### src/screen_config.svh
`ifndef SCREEN_CONFIG_SVH
`define SCREEN_CONFIG_SVH

////////////////////////////////////////
// raster timing, 640x480 at 60 Hz
////////////////////////////////////////
`define H_ACTIVE 640
`define H_FRONT 16
`define H_SYNC 96
`define H_TOTAL 800

`define V_ACTIVE 480
`define V_FRONT 10
`define V_SYNC 2
`define V_TOTAL 525

////////////////////////////////////////
// tile grid
////////////////////////////////////////
// top-left corner of the grid
`define GRID_X0 220
`define GRID_Y0 140
`define TILE_SIZE 50
`define BORDER 2
`define GRID_COLS 4
`define NUM_TILES 12

// wishbone widths
`define WB_ADR_W 5
`define WB_DAT_W 8

`endif

### src/screen_pkg.sv
`default_nettype none

`include "screen_config.svh"

package screen_pkg;

   typedef logic [9:0] coord_t;
   typedef logic [11:0] rgb_t;
   typedef logic [2:0] color_code_t;
   typedef logic [3:0] tile_idx_t;
   typedef logic [`WB_ADR_W-1:0] wb_adr_t;
   typedef logic [`WB_DAT_W-1:0] wb_dat_t;

   typedef enum logic [1:0] {
      ENTER_FRONT,
      CLEAR,
      ENTER_BACK,
      DONE
   } entry_state_t;

   // fixed colours
   localparam rgb_t HIGHLIGHT = 12'h60c;
   localparam rgb_t BACKGROUND = 12'hffc;
   localparam color_code_t UNSET_CODE = 3'd7;

   // code 6 has no colour and shows like an unset tile
   function automatic rgb_t color_to_rgb(input color_code_t code);
      rgb_t rgb;
      case (code)
         3'd0: rgb = 12'hf00;
         3'd1: rgb = 12'h0f0;
         3'd2: rgb = 12'h00f;
         3'd3: rgb = 12'hfff;
         3'd4: rgb = 12'hf90;
         3'd5: rgb = 12'hff0;
         default: rgb = 12'h000;
      endcase
      return rgb;
   endfunction

endpackage

`default_nettype wire

### src/entry_ctrl_if.sv
`default_nettype none

interface entry_ctrl_if;
   import screen_pkg::*;

   entry_state_t state;
   logic save;
   logic clear;
   // no live tile left unset
   logic all_set;

   modport sequencer (
      output state,
      output save,
      output clear,
      input  all_set
   );

   modport store (
      input  state,
      input  save,
      input  clear,
      output all_set
   );

endinterface

`default_nettype wire

### src/entry_fsm.sv
`default_nettype none

module entry_fsm (
   input  wire             pclk,
   input  wire             rst,
   input  wire             enter_i,
   entry_ctrl_if.sequencer ctrl
);
   import screen_pkg::*;

   entry_state_t state_q;
   entry_state_t state_d;
   logic advance;

   // enter only counts once every live tile has a colour
   assign advance = enter_i && ctrl.all_set;

   always_comb begin
      state_d = state_q;
      case (state_q)
         ENTER_FRONT: begin
            if (advance) begin
               state_d = CLEAR;
            end
         end
         // one cycle to bank the front face
         CLEAR: begin
            state_d = ENTER_BACK;
         end
         ENTER_BACK: begin
            if (advance) begin
               state_d = DONE;
            end
         end
         DONE: begin
            state_d = DONE;
         end
         default: begin
            state_d = ENTER_FRONT;
         end
      endcase
   end

   always_ff @(posedge pclk or posedge rst) begin
      if (rst) begin
         state_q <= ENTER_FRONT;
      end else begin
         state_q <= state_d;
      end
   end

   assign ctrl.state = state_q;

   // both strobes last exactly the single CLEAR cycle
   assign ctrl.save = (state_q == CLEAR);
   assign ctrl.clear = (state_q == CLEAR);

endmodule

`default_nettype wire

### src/screen_top.sv
`default_nettype none

`include "screen_config.svh"

module screen_top (
   input  wire                       pclk,
   input  wire                       rst,
   input  wire                       enter_i,
   input  wire screen_pkg::tile_idx_t cursor_i,
   input  wire                       wb_cyc_i,
   input  wire                       wb_stb_i,
   input  wire                       wb_we_i,
   input  wire screen_pkg::wb_adr_t  wb_adr_i,
   input  wire screen_pkg::wb_dat_t  wb_dat_i,
   output screen_pkg::wb_dat_t       wb_dat_o,
   output logic                      wb_ack_o,
   output screen_pkg::entry_state_t  state_o,
   output logic                      hsync_o,
   output logic                      vsync_o,
   output logic [3:0]                vga_red_o,
   output logic [3:0]                vga_green_o,
   output logic [3:0]                vga_blue_o
);
   import screen_pkg::*;

   coord_t h_cnt;
   coord_t v_cnt;
   logic active;
   logic hsync_raw;
   logic vsync_raw;
   color_code_t tile_codes [`NUM_TILES];
   rgb_t rgb;

   entry_ctrl_if ctrl_if ();

   vga_timing u_timing (
      .pclk     (pclk),
      .rst      (rst),
      .h_cnt_o  (h_cnt),
      .v_cnt_o  (v_cnt),
      .active_o (active),
      .hsync_o  (hsync_raw),
      .vsync_o  (vsync_raw)
   );

   entry_fsm u_fsm (
      .pclk    (pclk),
      .rst     (rst),
      .enter_i (enter_i),
      .ctrl    (ctrl_if.sequencer)
   );

   tile_store u_store (
      .pclk         (pclk),
      .rst          (rst),
      .wb_cyc_i     (wb_cyc_i),
      .wb_stb_i     (wb_stb_i),
      .wb_we_i      (wb_we_i),
      .wb_adr_i     (wb_adr_i),
      .wb_dat_i     (wb_dat_i),
      .wb_dat_o     (wb_dat_o),
      .wb_ack_o     (wb_ack_o),
      .ctrl         (ctrl_if.store),
      .tile_codes_o (tile_codes)
   );

   tile_renderer u_render (
      .pclk         (pclk),
      .rst          (rst),
      .h_cnt_i      (h_cnt),
      .v_cnt_i      (v_cnt),
      .active_i     (active),
      .hsync_i      (hsync_raw),
      .vsync_i      (vsync_raw),
      .cursor_i     (cursor_i),
      .state_i      (ctrl_if.state),
      .tile_codes_i (tile_codes),
      .rgb_o        (rgb),
      .hsync_o      (hsync_o),
      .vsync_o      (vsync_o)
   );

   assign state_o = ctrl_if.state;
   assign {vga_red_o, vga_green_o, vga_blue_o} = rgb;

endmodule

`default_nettype wire

### src/tile_renderer.sv
`default_nettype none

`include "screen_config.svh"

module tile_renderer (
   input  wire                         pclk,
   input  wire                         rst,
   input  wire screen_pkg::coord_t     h_cnt_i,
   input  wire screen_pkg::coord_t     v_cnt_i,
   input  wire                         active_i,
   input  wire                         hsync_i,
   input  wire                         vsync_i,
   input  wire screen_pkg::tile_idx_t  cursor_i,
   input  var screen_pkg::entry_state_t state_i,
   input  wire screen_pkg::color_code_t tile_codes_i [`NUM_TILES],
   output screen_pkg::rgb_t            rgb_o,
   output logic                        hsync_o,
   output logic                        vsync_o
);
   import screen_pkg::*;

   localparam int GRID_ROWS = `NUM_TILES / `GRID_COLS;
   localparam coord_t GRID_X1 = coord_t'(`GRID_X0 + `GRID_COLS * `TILE_SIZE);
   localparam coord_t GRID_Y1 = coord_t'(`GRID_Y0 + GRID_ROWS * `TILE_SIZE);
   localparam coord_t EDGE_LO = coord_t'(`BORDER);
   localparam coord_t EDGE_HI = coord_t'(`TILE_SIZE - `BORDER);

   coord_t dx;
   coord_t dy;
   coord_t ox;
   coord_t oy;
   tile_idx_t col;
   tile_idx_t row;
   tile_idx_t tile;
   logic in_grid;
   logic on_border;
   logic show_cursor;
   rgb_t pix;

   ////////////////////////////////////////
   // pixel to tile
   ////////////////////////////////////////
   always_comb begin
      dx = h_cnt_i - coord_t'(`GRID_X0);
      dy = v_cnt_i - coord_t'(`GRID_Y0);
      col = '0;
      row = '0;
      ox = dx;
      oy = dy;
      // step across tile boundaries instead of dividing
      for (int c = 1; c < `GRID_COLS; c++) begin
         if (dx >= coord_t'(c * `TILE_SIZE)) begin
            col = tile_idx_t'(c);
            ox = dx - coord_t'(c * `TILE_SIZE);
         end
      end
      for (int r = 1; r < GRID_ROWS; r++) begin
         if (dy >= coord_t'(r * `TILE_SIZE)) begin
            row = tile_idx_t'(r);
            oy = dy - coord_t'(r * `TILE_SIZE);
         end
      end
      // row-major from top left
      tile = tile_idx_t'(row * `GRID_COLS + col);
   end

   assign in_grid = (h_cnt_i >= coord_t'(`GRID_X0)) && (h_cnt_i < GRID_X1) &&
                    (v_cnt_i >= coord_t'(`GRID_Y0)) && (v_cnt_i < GRID_Y1);

   assign on_border = (ox < EDGE_LO) || (ox >= EDGE_HI) ||
                      (oy < EDGE_LO) || (oy >= EDGE_HI);

   // cursor frame only while tiles are being entered
   assign show_cursor = (tile == cursor_i) &&
                        ((state_i == ENTER_FRONT) || (state_i == ENTER_BACK));

   always_comb begin
      if (!active_i) begin
         pix = '0;
      end else if (!in_grid) begin
         pix = BACKGROUND;
      end else if (on_border) begin
         pix = show_cursor ? HIGHLIGHT : rgb_t'(0);
      end else begin
         pix = color_to_rgb(tile_codes_i[tile]);
      end
   end

   // one stage, syncs ride along with the colour
   always_ff @(posedge pclk or posedge rst) begin
      if (rst) begin
         rgb_o <= '0;
         hsync_o <= 1'b1;
         vsync_o <= 1'b1;
      end else begin
         rgb_o <= pix;
         hsync_o <= hsync_i;
         vsync_o <= vsync_i;
      end
   end

endmodule

`default_nettype wire

### src/tile_store.sv
`default_nettype none

`include "screen_config.svh"

module tile_store (
   input  wire                     pclk,
   input  wire                     rst,
   input  wire                     wb_cyc_i,
   input  wire                     wb_stb_i,
   input  wire                     wb_we_i,
   input  wire screen_pkg::wb_adr_t wb_adr_i,
   input  wire screen_pkg::wb_dat_t wb_dat_i,
   output screen_pkg::wb_dat_t     wb_dat_o,
   output logic                    wb_ack_o,
   entry_ctrl_if.store             ctrl,
   output screen_pkg::color_code_t tile_codes_o [`NUM_TILES]
);
   import screen_pkg::*;

   color_code_t live_q [`NUM_TILES];
   color_code_t saved_q [`NUM_TILES];

   tile_idx_t idx;
   logic bank_sel;
   logic idx_ok;
   logic req;
   logic wr_open;
   logic wr_en;
   color_code_t rd_code;

   ////////////////////////////////////////
   // wishbone decode
   ////////////////////////////////////////

   // new request only while ack is low, so ack stays one cycle wide
   assign req = wb_cyc_i && wb_stb_i && !wb_ack_o;

   // bit 4 picks the saved bank
   assign bank_sel = wb_adr_i[4];
   assign idx = wb_adr_i[3:0];
   assign idx_ok = (idx < tile_idx_t'(`NUM_TILES));

   assign wr_open = (ctrl.state == ENTER_FRONT) || (ctrl.state == ENTER_BACK);
   assign wr_en = req && wb_we_i && !bank_sel && idx_ok && wr_open;

   always_comb begin
      rd_code = '0;
      if (idx_ok) begin
         rd_code = bank_sel ? saved_q[idx] : live_q[idx];
      end
   end

   always_ff @(posedge pclk or posedge rst) begin
      if (rst) begin
         wb_ack_o <= 1'b0;
      end else begin
         wb_ack_o <= req;
      end
   end

   // read data only matters while ack is high
   always_ff @(posedge pclk) begin
      if (req) begin
         wb_dat_o <= wb_dat_t'(rd_code);
      end
   end

   ////////////////////////////////////////
   // tile banks
   ////////////////////////////////////////

   // save and clear win over a bus write on the same edge
   always_ff @(posedge pclk or posedge rst) begin
      if (rst) begin
         for (int i = 0; i < `NUM_TILES; i++) begin
            live_q[i] <= UNSET_CODE;
            saved_q[i] <= UNSET_CODE;
         end
      end else if (ctrl.save || ctrl.clear) begin
         for (int i = 0; i < `NUM_TILES; i++) begin
            if (ctrl.save) begin
               saved_q[i] <= live_q[i];
            end
            if (ctrl.clear) begin
               live_q[i] <= UNSET_CODE;
            end
         end
      end else if (wr_en) begin
         live_q[idx] <= color_code_t'(wb_dat_i[2:0]);
      end
   end

   always_comb begin
      ctrl.all_set = 1'b1;
      for (int i = 0; i < `NUM_TILES; i++) begin
         if (live_q[i] == UNSET_CODE) begin
            ctrl.all_set = 1'b0;
         end
      end
   end

   assign tile_codes_o = live_q;

endmodule

`default_nettype wire

### src/vga_timing.sv
`default_nettype none

`include "screen_config.svh"

module vga_timing (
   input  wire                pclk,
   input  wire                rst,
   output screen_pkg::coord_t h_cnt_o,
   output screen_pkg::coord_t v_cnt_o,
   output logic               active_o,
   output logic               hsync_o,
   output logic               vsync_o
);
   import screen_pkg::*;

   localparam coord_t HS_START = coord_t'(`H_ACTIVE + `H_FRONT);
   localparam coord_t HS_END = coord_t'(`H_ACTIVE + `H_FRONT + `H_SYNC);
   localparam coord_t VS_START = coord_t'(`V_ACTIVE + `V_FRONT);
   localparam coord_t VS_END = coord_t'(`V_ACTIVE + `V_FRONT + `V_SYNC);

   coord_t h_q;
   coord_t v_q;
   coord_t h_next;
   coord_t v_next;
   logic h_wrap;
   logic v_wrap;

   always_comb begin
      h_wrap = (h_q == coord_t'(`H_TOTAL - 1));
      v_wrap = (v_q == coord_t'(`V_TOTAL - 1));
      h_next = h_wrap ? '0 : h_q + 1'b1;
      v_next = v_q;
      if (h_wrap) begin
         v_next = v_wrap ? '0 : v_q + 1'b1;
      end
   end

   // sync flops look at the next count so they line up with h_q and v_q
   always_ff @(posedge pclk or posedge rst) begin
      if (rst) begin
         h_q <= '0;
         v_q <= '0;
         hsync_o <= 1'b1;
         vsync_o <= 1'b1;
      end else begin
         h_q <= h_next;
         v_q <= v_next;
         hsync_o <= !((h_next >= HS_START) && (h_next < HS_END));
         vsync_o <= !((v_next >= VS_START) && (v_next < VS_END));
      end
   end

   assign h_cnt_o = h_q;
   assign v_cnt_o = v_q;

   // visible area
   assign active_o = (h_q < coord_t'(`H_ACTIVE)) && (v_q < coord_t'(`V_ACTIVE));

endmodule

`default_nettype wire
### config.mk
export PLATFORM = sky130hd
export DESIGN_NAME = screen_top
export DESIGN_NICKNAME = d
export VERILOG_FILES = /design/src/screen_pkg.sv /design/src/entry_ctrl_if.sv /design/src/entry_fsm.sv /design/src/screen_top.sv /design/src/tile_renderer.sv /design/src/tile_store.sv /design/src/vga_timing.sv
export VERILOG_INCLUDE_DIRS = /design/src
export SDC_FILE = /design/constraint.sdc
export NUM_CORES = 1
export LEC_CHECK = 0
export BUFFER_PORTS_ARGS = -buffer_cell sky130_fd_sc_hd__buf_4
export CAP_MARGIN = 5
export CORE_ASPECT_RATIO = 0.8
export CORE_MARGIN = 4
export CORE_UTILIZATION = 55
export CTS_CLUSTER_SIZE = 25
export DETAILED_ROUTE_END_ITERATION = 12
export PLACE_DENSITY = 0.72
export SLEW_MARGIN = 20
export SYNTH_ARGS = -nofsm -noshare
export SYNTH_HDL_FRONTEND = slang
export SYNTH_SLANG_ARGS = --single-unit
### constraint.sdc
create_clock -name pclk -period 3.6 [get_ports pclk]
set_input_delay 0.18 -clock pclk [delete_from_list [all_inputs] [get_ports pclk]]
set_output_delay 0.18 -clock pclk [all_outputs]
set_load 0.05 [all_outputs]
## Word-level counts from Yosys, hierarchy flattened

Index checks and enable logic that the tools add are counted.

- Magnitude comparators: 23
- Equal/unequal tests: 25
- $add $sub $neg: 10
- Reduce and logical (&&, ||, !) cells: 27
- Mux-type cells: 48
- Bitwise logic cells: 2

Operators by type and width:

| kind | count |
|---|---|
| 10-bit two-way mux | 8 |
| 36-bit two-way mux | 2 |
| 12-bit case mux with 6 select lines | 1 |
| 3-bit == test, second input constant | 14 |
| 10-bit by 6-bit >= comparator with 1-bit output, second input constant | 4 |
| 10-bit by 9-bit less-than comparator with 1-bit output, second input constant | 4 |
| 3-bit binary-select mux with 4-bit select | 3 |
| 36-bit bitwise mux | 1 |
| 12-bit two-way mux | 3 |
| 10-bit by 8-bit >= comparator with 1-bit output, second input constant | 3 |
| 10-bit by 8-bit subtractor with 10-bit output, second input constant | 3 |
| 3-bit two-way mux | 8 |
| 10-bit by 1-bit adder with 10-bit output, second input constant | 2 |
| 10-bit == test, second input constant | 2 |
| 10-bit by 7-bit >= comparator with 1-bit output, second input constant | 2 |
| 10-bit less-than comparator, second input constant | 2 |
| 10-bit by 2-bit less-than comparator with 1-bit output, second input constant | 2 |
| 10-bit by 6-bit subtractor with 10-bit output, second input constant | 2 |
| 10-bit by 7-bit subtractor with 10-bit output, second input constant | 2 |
| 1-bit logical AND | 15 |
| 1-bit two-way mux | 14 |
| 3-bit demux with 4-bit select | 1 |
| 11-bit two-way mux | 1 |
| 10-bit >= comparator, second input constant | 1 |
| 20 further kinds | 35 |

- Input port bits: 23
- Output and inout bits: 25
- Register bits after elaboration: 114

## Longest topological paths before layout

Gate-level depths: netlist of the first run.

- Depth after elaboration: 16
- Mapped depth: 14
- Mapped depth without buffers: 12

## Hierarchy

From an unflattened synthesis of the first run, not the netlist that was laid out.

- Cell total of the unflattened synthesis: 837
- Area total of the unflattened synthesis: 8,069.0 µm²

By module, submodules not included:

| module | instances | seq. area each (µm²) | cells an instance | area an instance (µm²) |
|---|---|---|---|---|
| tile_store | 1 | 2,006.9 | 307 | 3,920.0 |
| tile_renderer | 1 | 202.7 | 390 | 2,825.2 |
| vga_timing | 1 | 553.0 | 131 | 1,237.4 |
| entry_fsm | 1 | 50.0 | 9 | 86.3 |

## Least setup slack after synthesis of the first run

Ideal clock, no wire load.

- Path type: reg2reg
- Start point: reg u_timing.h_q[2] (netlist: u_timing.h_cnt_o[2])
- End point: reg u_render.rgb_o[10]
- Required time: 3.518 ns
- Slack: 0.245 ns
- Data arrival time: 3.273 ns
- Library setup time: 0.082 ns
- Cell stages (with the launch flop): 14
- Path through: dfrtp_1 -> buf_6 -> inv_1 -> ha_1 -> nor2_1 -> and3_1 -> o311a_1 -> nor2_4 -> or3_1 -> and3_1 -> o2111ai_1 -> nor4_2 -> or4_1 -> a31oi_1

- Longest elaborated chain between the ends: 15
- Elaborated cells between the ends (all ways): 43
- Those cells by class: add/sub (5); order compare (8); eq/ne (6); mux (14); bitwise (1); reduce/logical (9)

RTL lines:

| item | line | source |
|---|---|---|
| start, declared | vga_timing.sv:21 | `coord_t h_q;` |
| start signal, assigned | vga_timing.sv:46 | `h_q <= h_next;` |
| 10-bit by 8-bit subtractor with 10-bit output | tile_renderer.sv:44 | `` dx = h_cnt_i - coord_t'(`GRID_X0); `` |
| 10-bit by 6-bit >= comparator with 1-bit output | tile_renderer.sv:52 | `` if (dx >= coord_t'(c * `TILE_SIZE)) begin `` |
| 1-bit two-way mux | tile_renderer.sv:52 |  |
| 2-bit two-way mux (2 in series) | tile_renderer.sv:52 |  |
| 4-bit by 2-bit adder with 4-bit output | tile_renderer.sv:64 | `` tile = tile_idx_t'(row * `GRID_COLS + col); `` |
| 4-bit inverter with 5-bit output (implied by the code) | tile_renderer.sv:85 | `pix = color_to_rgb(tile_codes_i[tile]);` |
| 3-bit binary-select mux with 4-bit select | tile_renderer.sv:85 |  |
| 3-bit two-way mux (implied by the code) (2 in series) | tile_renderer.sv:85 |  |
| 3-bit == test, or another cell as far along | screen_pkg.sv:29 | `case (code)` |
| 12-bit case mux with 6 select lines | screen_pkg.sv:29 |  |
| 12-bit two-way mux | tile_renderer.sv:82 | `end else if (on_border) begin` |
| 12-bit two-way mux | tile_renderer.sv:80 | `end else if (!in_grid) begin` |
| 12-bit two-way mux (*) | tile_renderer.sv:78 | `if (!active_i) begin` |
| via u_render.pix[10] | tile_renderer.sv:38 | `rgb_t pix;` |
| end signal, assigned | tile_renderer.sv:96 | `rgb_o <= pix;` |
| end, declared | tile_renderer.sv:16 | `output screen_pkg::rgb_t rgb_o,` |

The timed path passes the listed nets; every way through them passes the cells marked *. The select of a mux whose other input is x is not followed.
A chain may end at the register's enable or synchronous reset.

## Final worst setup path of the first run

- Start point: reg u_timing.h_q[5] (netlist: u_timing.h_cnt_o[5])
- End point: reg u_render.rgb_o[10]

Same word-level chain as after synthesis.

==> results of run 1 <==
[through the flow]
| stage | util | std cells | hold WS (ns) | power [uW] |
|---|---|---|---|---|
| detailed placement | 0.604 | 1010 | 0.347 | 1520 |
| finish | 0.637 | 1029 | 0.0495 | 2490 |
| floorplan | - | 809 | 0.316 | 1450 |
| CTS | 0.625 | 1026 | 0.0704 | 2500 |
| global placement | 0.604 | 1010 | 0.345 | 1510 |
| global route | 0.637 | 1029 | 0.126 | 2570 |
[how the worst max path moves through the flow]
stage	start	end	slack, ns	cells past startpoint
finish	u_timing.h_cnt_o[5]	u_render.rgb_o[10]	0.08	11
global route	u_timing.h_cnt_o[5]	u_render.rgb_o[10]	0.008	11
CTS	u_timing.h_cnt_o[2]	u_render.rgb_o[10]	0.03	11
detailed placement	u_timing.h_cnt_o[2]	u_render.rgb_o[3]	0.09	11
global placement	u_timing.h_cnt_o[2]	u_render.rgb_o[3]	0.19	11
floorplan	u_timing.h_cnt_o[2]	u_render.rgb_o[10]	0.24	13
[cells by family (layout without fill, tap and decap cells)]
logic type                 count (synthesis)  after routing
AOI/OAI and AO/OA                        167            167
xor gates and xnor gates                  34             34
adders and majority gates                 16             16
buffers and inverters                     87            127
DFF                                      108            108
muxes                                    104            104
other                                      1              5
and+or+nand+nor                          288            288
[power breakdown]
group | internal, uW | switching (uW) | total [uW]
Sequential | 1270 | 43.6 | 1310
Clock | 485 | 498 | 984
Combinational | 73.8 | 120 | 193
[repair_timing]
action	in CTS	in global routing
endpoints found under the setup margin	0	5
resized for setup	0	30
setup buffers	0	3
[registers in the layout, indices dropped and copies added (netlist names)]
name,flops
u_store.tile_codes_o,36
u_render.vsync_o,1
u_timing.vsync_o,1
u_timing.hsync_o,1
u_fsm.ctrl.state,2
u_timing.v_cnt_o,10
u_render.rgb_o,6
u_store.wb_ack_o,1
u_render.hsync_o,1
u_store.saved_q,36
u_timing.h_cnt_o,10
u_store.wb_dat_o,3
[worst reg2reg max path, delay by kind of cell (launching register included)]
family                 cells  cell delay (ns)
and+or+nand+nor            4             1.05
buffers and inverters      1             0.18
DFF                        1             0.72
AOI/OAI and AO/OA          6             1.48
[layer usage]
layer / vias up / wire (um)
li1: 2990 / -
met1: 3215 / 9500
met2: 322 / 9330
met3: 32 / 1900
met4: 0 / 271
met5: - / 0
[cell type report]
type / count / area (um2)
fill: 1116 / 4920
multi-input combinational: 614 / 4550
sequential: 108 / 2820
timing repair buffer: 88 / 661
clock buffer: 10 / 229
tap: 180 / 225
inverter: 23 / 88.8
clock inverter: 6 / 56.3
[cell usage in the layout, fill, tap and decap left out, types with 3 or more instances in the layout]
cell type  count
conb_1         5
a31oi_1        5
inv_1         21
a21o_1         3
nand3_1       35
nor3_1        11
a211o_1        4
and2_1         5
o21a_1         4
nor2_1        61
mux2_2        40
a22oi_1        5
dfrtp_1       27
ha_1          14
nand3b_1       4
buf_4         88
o221ai_1       5
o211ai_1      11
dfstp_2       76
edfxtp_1       3
a211oi_1       7
o21ai_0       38
nor2b_1        8
or3_1          6
xor2_1         7
a21oi_1       35
o22ai_1        5
clkbuf_16      9
nand4_1       12
o21ai_1        4
nor4_1        10
mux2i_1       46
nand2_1       87
and3_1        11
xnor2_1       24
mux4_2        18
nand2b_1      11
==> summary.txt, run 1 <==
EDFF count, synth: 3
layer with the highest usage: met1
via count: 6559
clock sinks: 108
Syn Inst Count: 805
top_reg_cell synth: dfstp_2
Slew headroom: 0.371
share of the synthesized area in the top cell type: 0.262
Synth Warn #: 0
flop2flop setup slack: 0.08 ns
library cells used by synthesis: 80
Pleak: 0.00339 uW
wire length of the first global-routing pass: 33100 um
synth-to-layout area growth: 13.2%
met3 Use GR: 0.0600
layout net count: 883
pwr dens: 289 mW/mm2
pins over their slew limit: 0
Setup WS pre-CTS: 0.0874 ns
CP max stage cell: dfrtp_1
top-count cell post-synth: nand2_1
hold crit path type: in -> async
First-pass DRT Iterations: 6
fmax: 0.284 GHz
Register-to-Register Path Depth: 11
drt wl/cell: 20.4 um
CP max stage delay: 0.72 ns
Hold-fix buffers, CTS: 0
vias in the first global route: 6154
Post-Syn Area: 0.00762 mm2
met2 usage: 0.384
CTS tree: yes
Req. time, crit path: 3.87 ns
GP Congestion: 0.925
post-route antenna net violation count: 0
largest family of logic cells by synthesized area: simple AND/OR/NAND/NOR gates
H-tree levels: 3
arrival time worst endpoint: 3.79 ns
die outline height: 113 um
post-synthesis sequential area ratio: 0.369
asr flop ratio synth: 0.972
Num CTS Buffers: 9
status: complete, no violations
Syn Area/Cell: 9.47 um2
Crit. End Element: flip-flop
RR Endpoint: u_render.rgb_o[10]
number of buffers on the longest clock path: 2
diodes inserted: 0
# rows: 38
DR iter-0 viols: 1044
Die ar.: 0.0158 mm2
Compound-Gate Fraction of Synth Area: 0.151
CP cell instances: nand2_1 > o22a_1 > o311a_4 > nor2_4 > o21ai_0 > a22oi_1 > and4bb_2 > nor4_4 > buf_4 > o21ai_0 > a31oi_2
Peak VDD IR: 0.228 mV
crit start category: flip-flop
# DRC: 0
final WL: 21000 um
Slew @ Worst Pin: 0.934 ns
mux share of post-synthesis cell area: 0.173
endpoints failing setup: 0
reg-to-reg startpoint: u_timing.h_cnt_o[5]
Final Hold Vio Count: 0
GRT met1 Usage: 0.395
Total Routing Usage GR: 0.262
Critical Path Most Common Cell: o21ai_0
largest net degree at the start of global routing: 77
# port buffers: 37
core footprint: 0.0136 mm2
RSZ-0062 raised after global routing: no
part of the cycle the worst path needs: 0.978
initial core utilization: 0.562
clk root buf: clkbuf_16
CP delay by family, top: compound AO/OA/AOI/OAI gates
vias per cell: 6.37
layout cells sized above 1: 0.331
placed wire-length estimate: 15400 um
setup tns final: 0 ns
final worst slack: 0.0782 ns
worst-path maximum fanout: 17
initial antenna violation count: 0
Post-synth top cells: nand2_1, dfstp_2, nor2_1, mux2i_1
Synth Area in Simple Gates: 0.186
Tmin final: 3.52 ns
total grt overflow: 0
Max Clock Skew: 0.0152 ns
Post-DP Area: 0.00818 mm2
Area contributors post-synth: dfstp_2, dfrtp_1, mux2i_1, mux2_2, mux4_2
Post-Synth XOR/XNOR Area: 0.0411
Final Cell Area: 0.00863 mm2
CP bufs+invs: 1
Synth Area in Adders: 0.0263
synthesized flop and latch total: 108
CP Class: reg -> reg
Max Cap Violations: 0
die width: 140 um
I/O pin total: 48
dominant cell type by area after synthesis: dfstp_2
clock latency on the worst-skew pair: 0.37 ns
clock slew at reported path FFs: 0.08 ns
No activity file was read; power rests on OpenSTA's default activity.
==> run 2, diff against run 1 <==
CORE_UTILIZATION = 45   (was 55)
PLACE_DENSITY = 0.61   (was 0.72)
==> run 2 against run 1 <==
Net effect: first-iteration DRC count down 28%; clock skew down 0.0053 ns; clock power is 1% higher; sequential power is essentially flat; wire length grew 3.0%; non-clock buffer count is 8 higher; count of clock-buffer cells in the layout grew 1; maximum frequency is 1.6% higher; sequential share of layout area down 0.74 points; highest routed layer unchanged.
==> summary.txt, run 2 (synthesized netlist as in run 1, its figures left out) <==
DR iter-0 viols: 751 (was 1044)
# DRC: 0 (unchanged)
Max Cap Violations: 0 (unchanged)
clock sinks: 108 (unchanged)
First-pass DRT Iterations: 5 (was 6)
pwr dens: 283 mW/mm2 (was 289 mW/mm2)
# port buffers: 37 (unchanged)
Pleak: 0.00345 uW (was 0.00339 uW)
hold crit path type: in -> reg (was in -> async)
layout cells sized above 1: 0.344 (was 0.331)
setup tns final: 0 ns (unchanged)
fmax: 0.289 GHz (was 0.284 GHz)
WHS: 0.107 ns (was 0.0495 ns)
pins over their slew limit: 0 (unchanged)
Final Cell Area: 0.00883 mm2 (was 0.00863 mm2)
drt wl/cell: 20.1 um (was 20.4 um)
Peak VDD IR: 0.222 mV (was 0.228 mV)
post-route antenna net violation count: 0 (unchanged)
number of buffers on the longest clock path: 2 (unchanged)
Slew @ Worst Pin: 0.702 ns (was 0.934 ns)
initial antenna violation count: 0 (unchanged)
Total Routing Usage GR: 0.224 (was 0.262)
Num CTS Buffers: 9 (unchanged)
initial core utilization: 0.460 (was 0.562)
via count: 6483 (was 6559)
core footprint: 0.0166 mm2 (was 0.0136 mm2)
placed wire-length estimate: 16100 um (was 15400 um)
commonest non-fill, non-tap cell in the layout: buf_4 (unchanged)
Final Hold Vio Count: 0 (unchanged)
status: complete, no violations (unchanged)
most frequent cells in the layout: buf_4, nand2_1, dfstp_2 (unchanged)
GP Congestion: 0.928 (was 0.925)
H-tree levels: 3 (unchanged)
diodes inserted: 0 (unchanged)
Slew headroom: 0.532 (was 0.371)
CTS tree: yes (unchanged)
endpoints failing setup: 0 (unchanged)
wire length of the first global-routing pass: 34900 um (was 33100 um)
die width: 153 um (was 140 um)
part of the cycle the worst path needs: 0.963 (was 0.978)
Crit. End Element: flip-flop (unchanged)
vias per cell: 6.02 (was 6.37)
clock slew at reported path FFs: 0.08 ns (about the same)
arrival time worst endpoint: 3.74 ns (was 3.79 ns)
CP Class: reg -> reg (unchanged)
I/O pin total: 48 (unchanged)
crit start category: flip-flop (unchanged)
clk root buf: clkbuf_16 (unchanged)
Post-DP Area: 0.00827 mm2 (was 0.00818 mm2)
synth-to-layout area growth: 15.8% (was 13.2%)
# rows: 42 (was 38)
final WL: 21600 um (was 21000 um)
layout net count: 891 (was 883)
clock latency on the worst-skew pair: 0.36 ns (was 0.37 ns)
Tmin final: 3.47 ns (was 3.52 ns)
total grt overflow: 0 (unchanged)
Max Clock Skew: 0.00991 ns (was 0.0152 ns)
die outline height: 124 um (was 113 um)
Die ar.: 0.0191 mm2 (was 0.0158 mm2)
vias in the first global route: 6274 (was 6154)
largest net degree at the start of global routing: 59 (was 77)
worst-path maximum fanout: 10 (was 17)
Req. time, crit path: 3.87 ns (about the same)
run 2: final timing paths:
path	slack, ns	from	depth (start not counted)	endpoint
setup / recovery	0.13	u_timing.v_cnt_o[3]	12	u_render.rgb_o[10]
hold / removal	0.11	enter_i	3	u_fsm.ctrl.state[0]
setup reg to reg	0.13	u_timing.v_cnt_o[3]	12	u_render.rgb_o[10]
hold reg to reg	0.35	u_timing.hsync_o	0	u_render.hsync_o
max in group asynchronous	2.02	rst	4	u_store.saved_q[30]
min in group asynchronous	0.49	rst	3	u_fsm.ctrl.state[1]
run 2: timing repair:
item | CTS | global route
hold endpoints to repair | 29 | 0
setup endpoints to repair | 2 | 6
gates resized for setup | 1 | 41
pin swaps | 0 | 9
hold buffers | 1 | 0
buffers inserted | 0 | 5
run 2: power breakdown:
group	internal [uW]	switching, uW
Combinational	74.5	119
Sequential	1270	43.4
Clock	500	494
Total	1840	656
run 2: per-stage QoR:
step           instances  total power (uW)  setup WS [ns]  utilization
2_1_floorplan        809              1450          0.245            -
3_3_place_gp        1055              1520         -0.120        0.500
3_5_place_dp        1055              1520         -0.110        0.500
4_1_cts             1072              2520         0.0135        0.518
5_1_grt             1077              2600        -0.0242        0.533
6_report            1077              2500          0.135        0.533
run 2: area by class of cell:
cell class | instances | area (um2)
Clock buffer | 11 | 243
Timing Repair Buffer | 96 | 731
Inverter | 23 | 88.8
Sequential cell | 108 | 2820
Clock inverter | 5 | 43.8
Tap cell | 220 | 275
Fill cell | 1478 | 7730
Multi-Input combinational cell | 614 | 4630
run 2: critical path, stage by stage, from the launching register on:
cell	delay, ns
dfrtp_1	0.42
buf_4	0.19
a2111o_1	0.47
a211oi_2	0.24
nor4_1	0.07
buf_4	0.16
o2111a_1	0.26
o31a_1	0.31
or2_1	0.27
mux2i_4	0.19
nor4_4	0.08
or4_4	0.52
a31oi_1	0.18
run 2: layer usage:
metal | track usage | vias to the layer above | share of wire
li1 | - | 3008 | -
met1 | 0.355 | 3203 | 0.49
met2 | 0.319 | 251 | 0.43
met3 | 0.0434 | 21 | 0.075
met4 | 0.0389 | 0 | 0.0098
met5 | 0 | - | 0
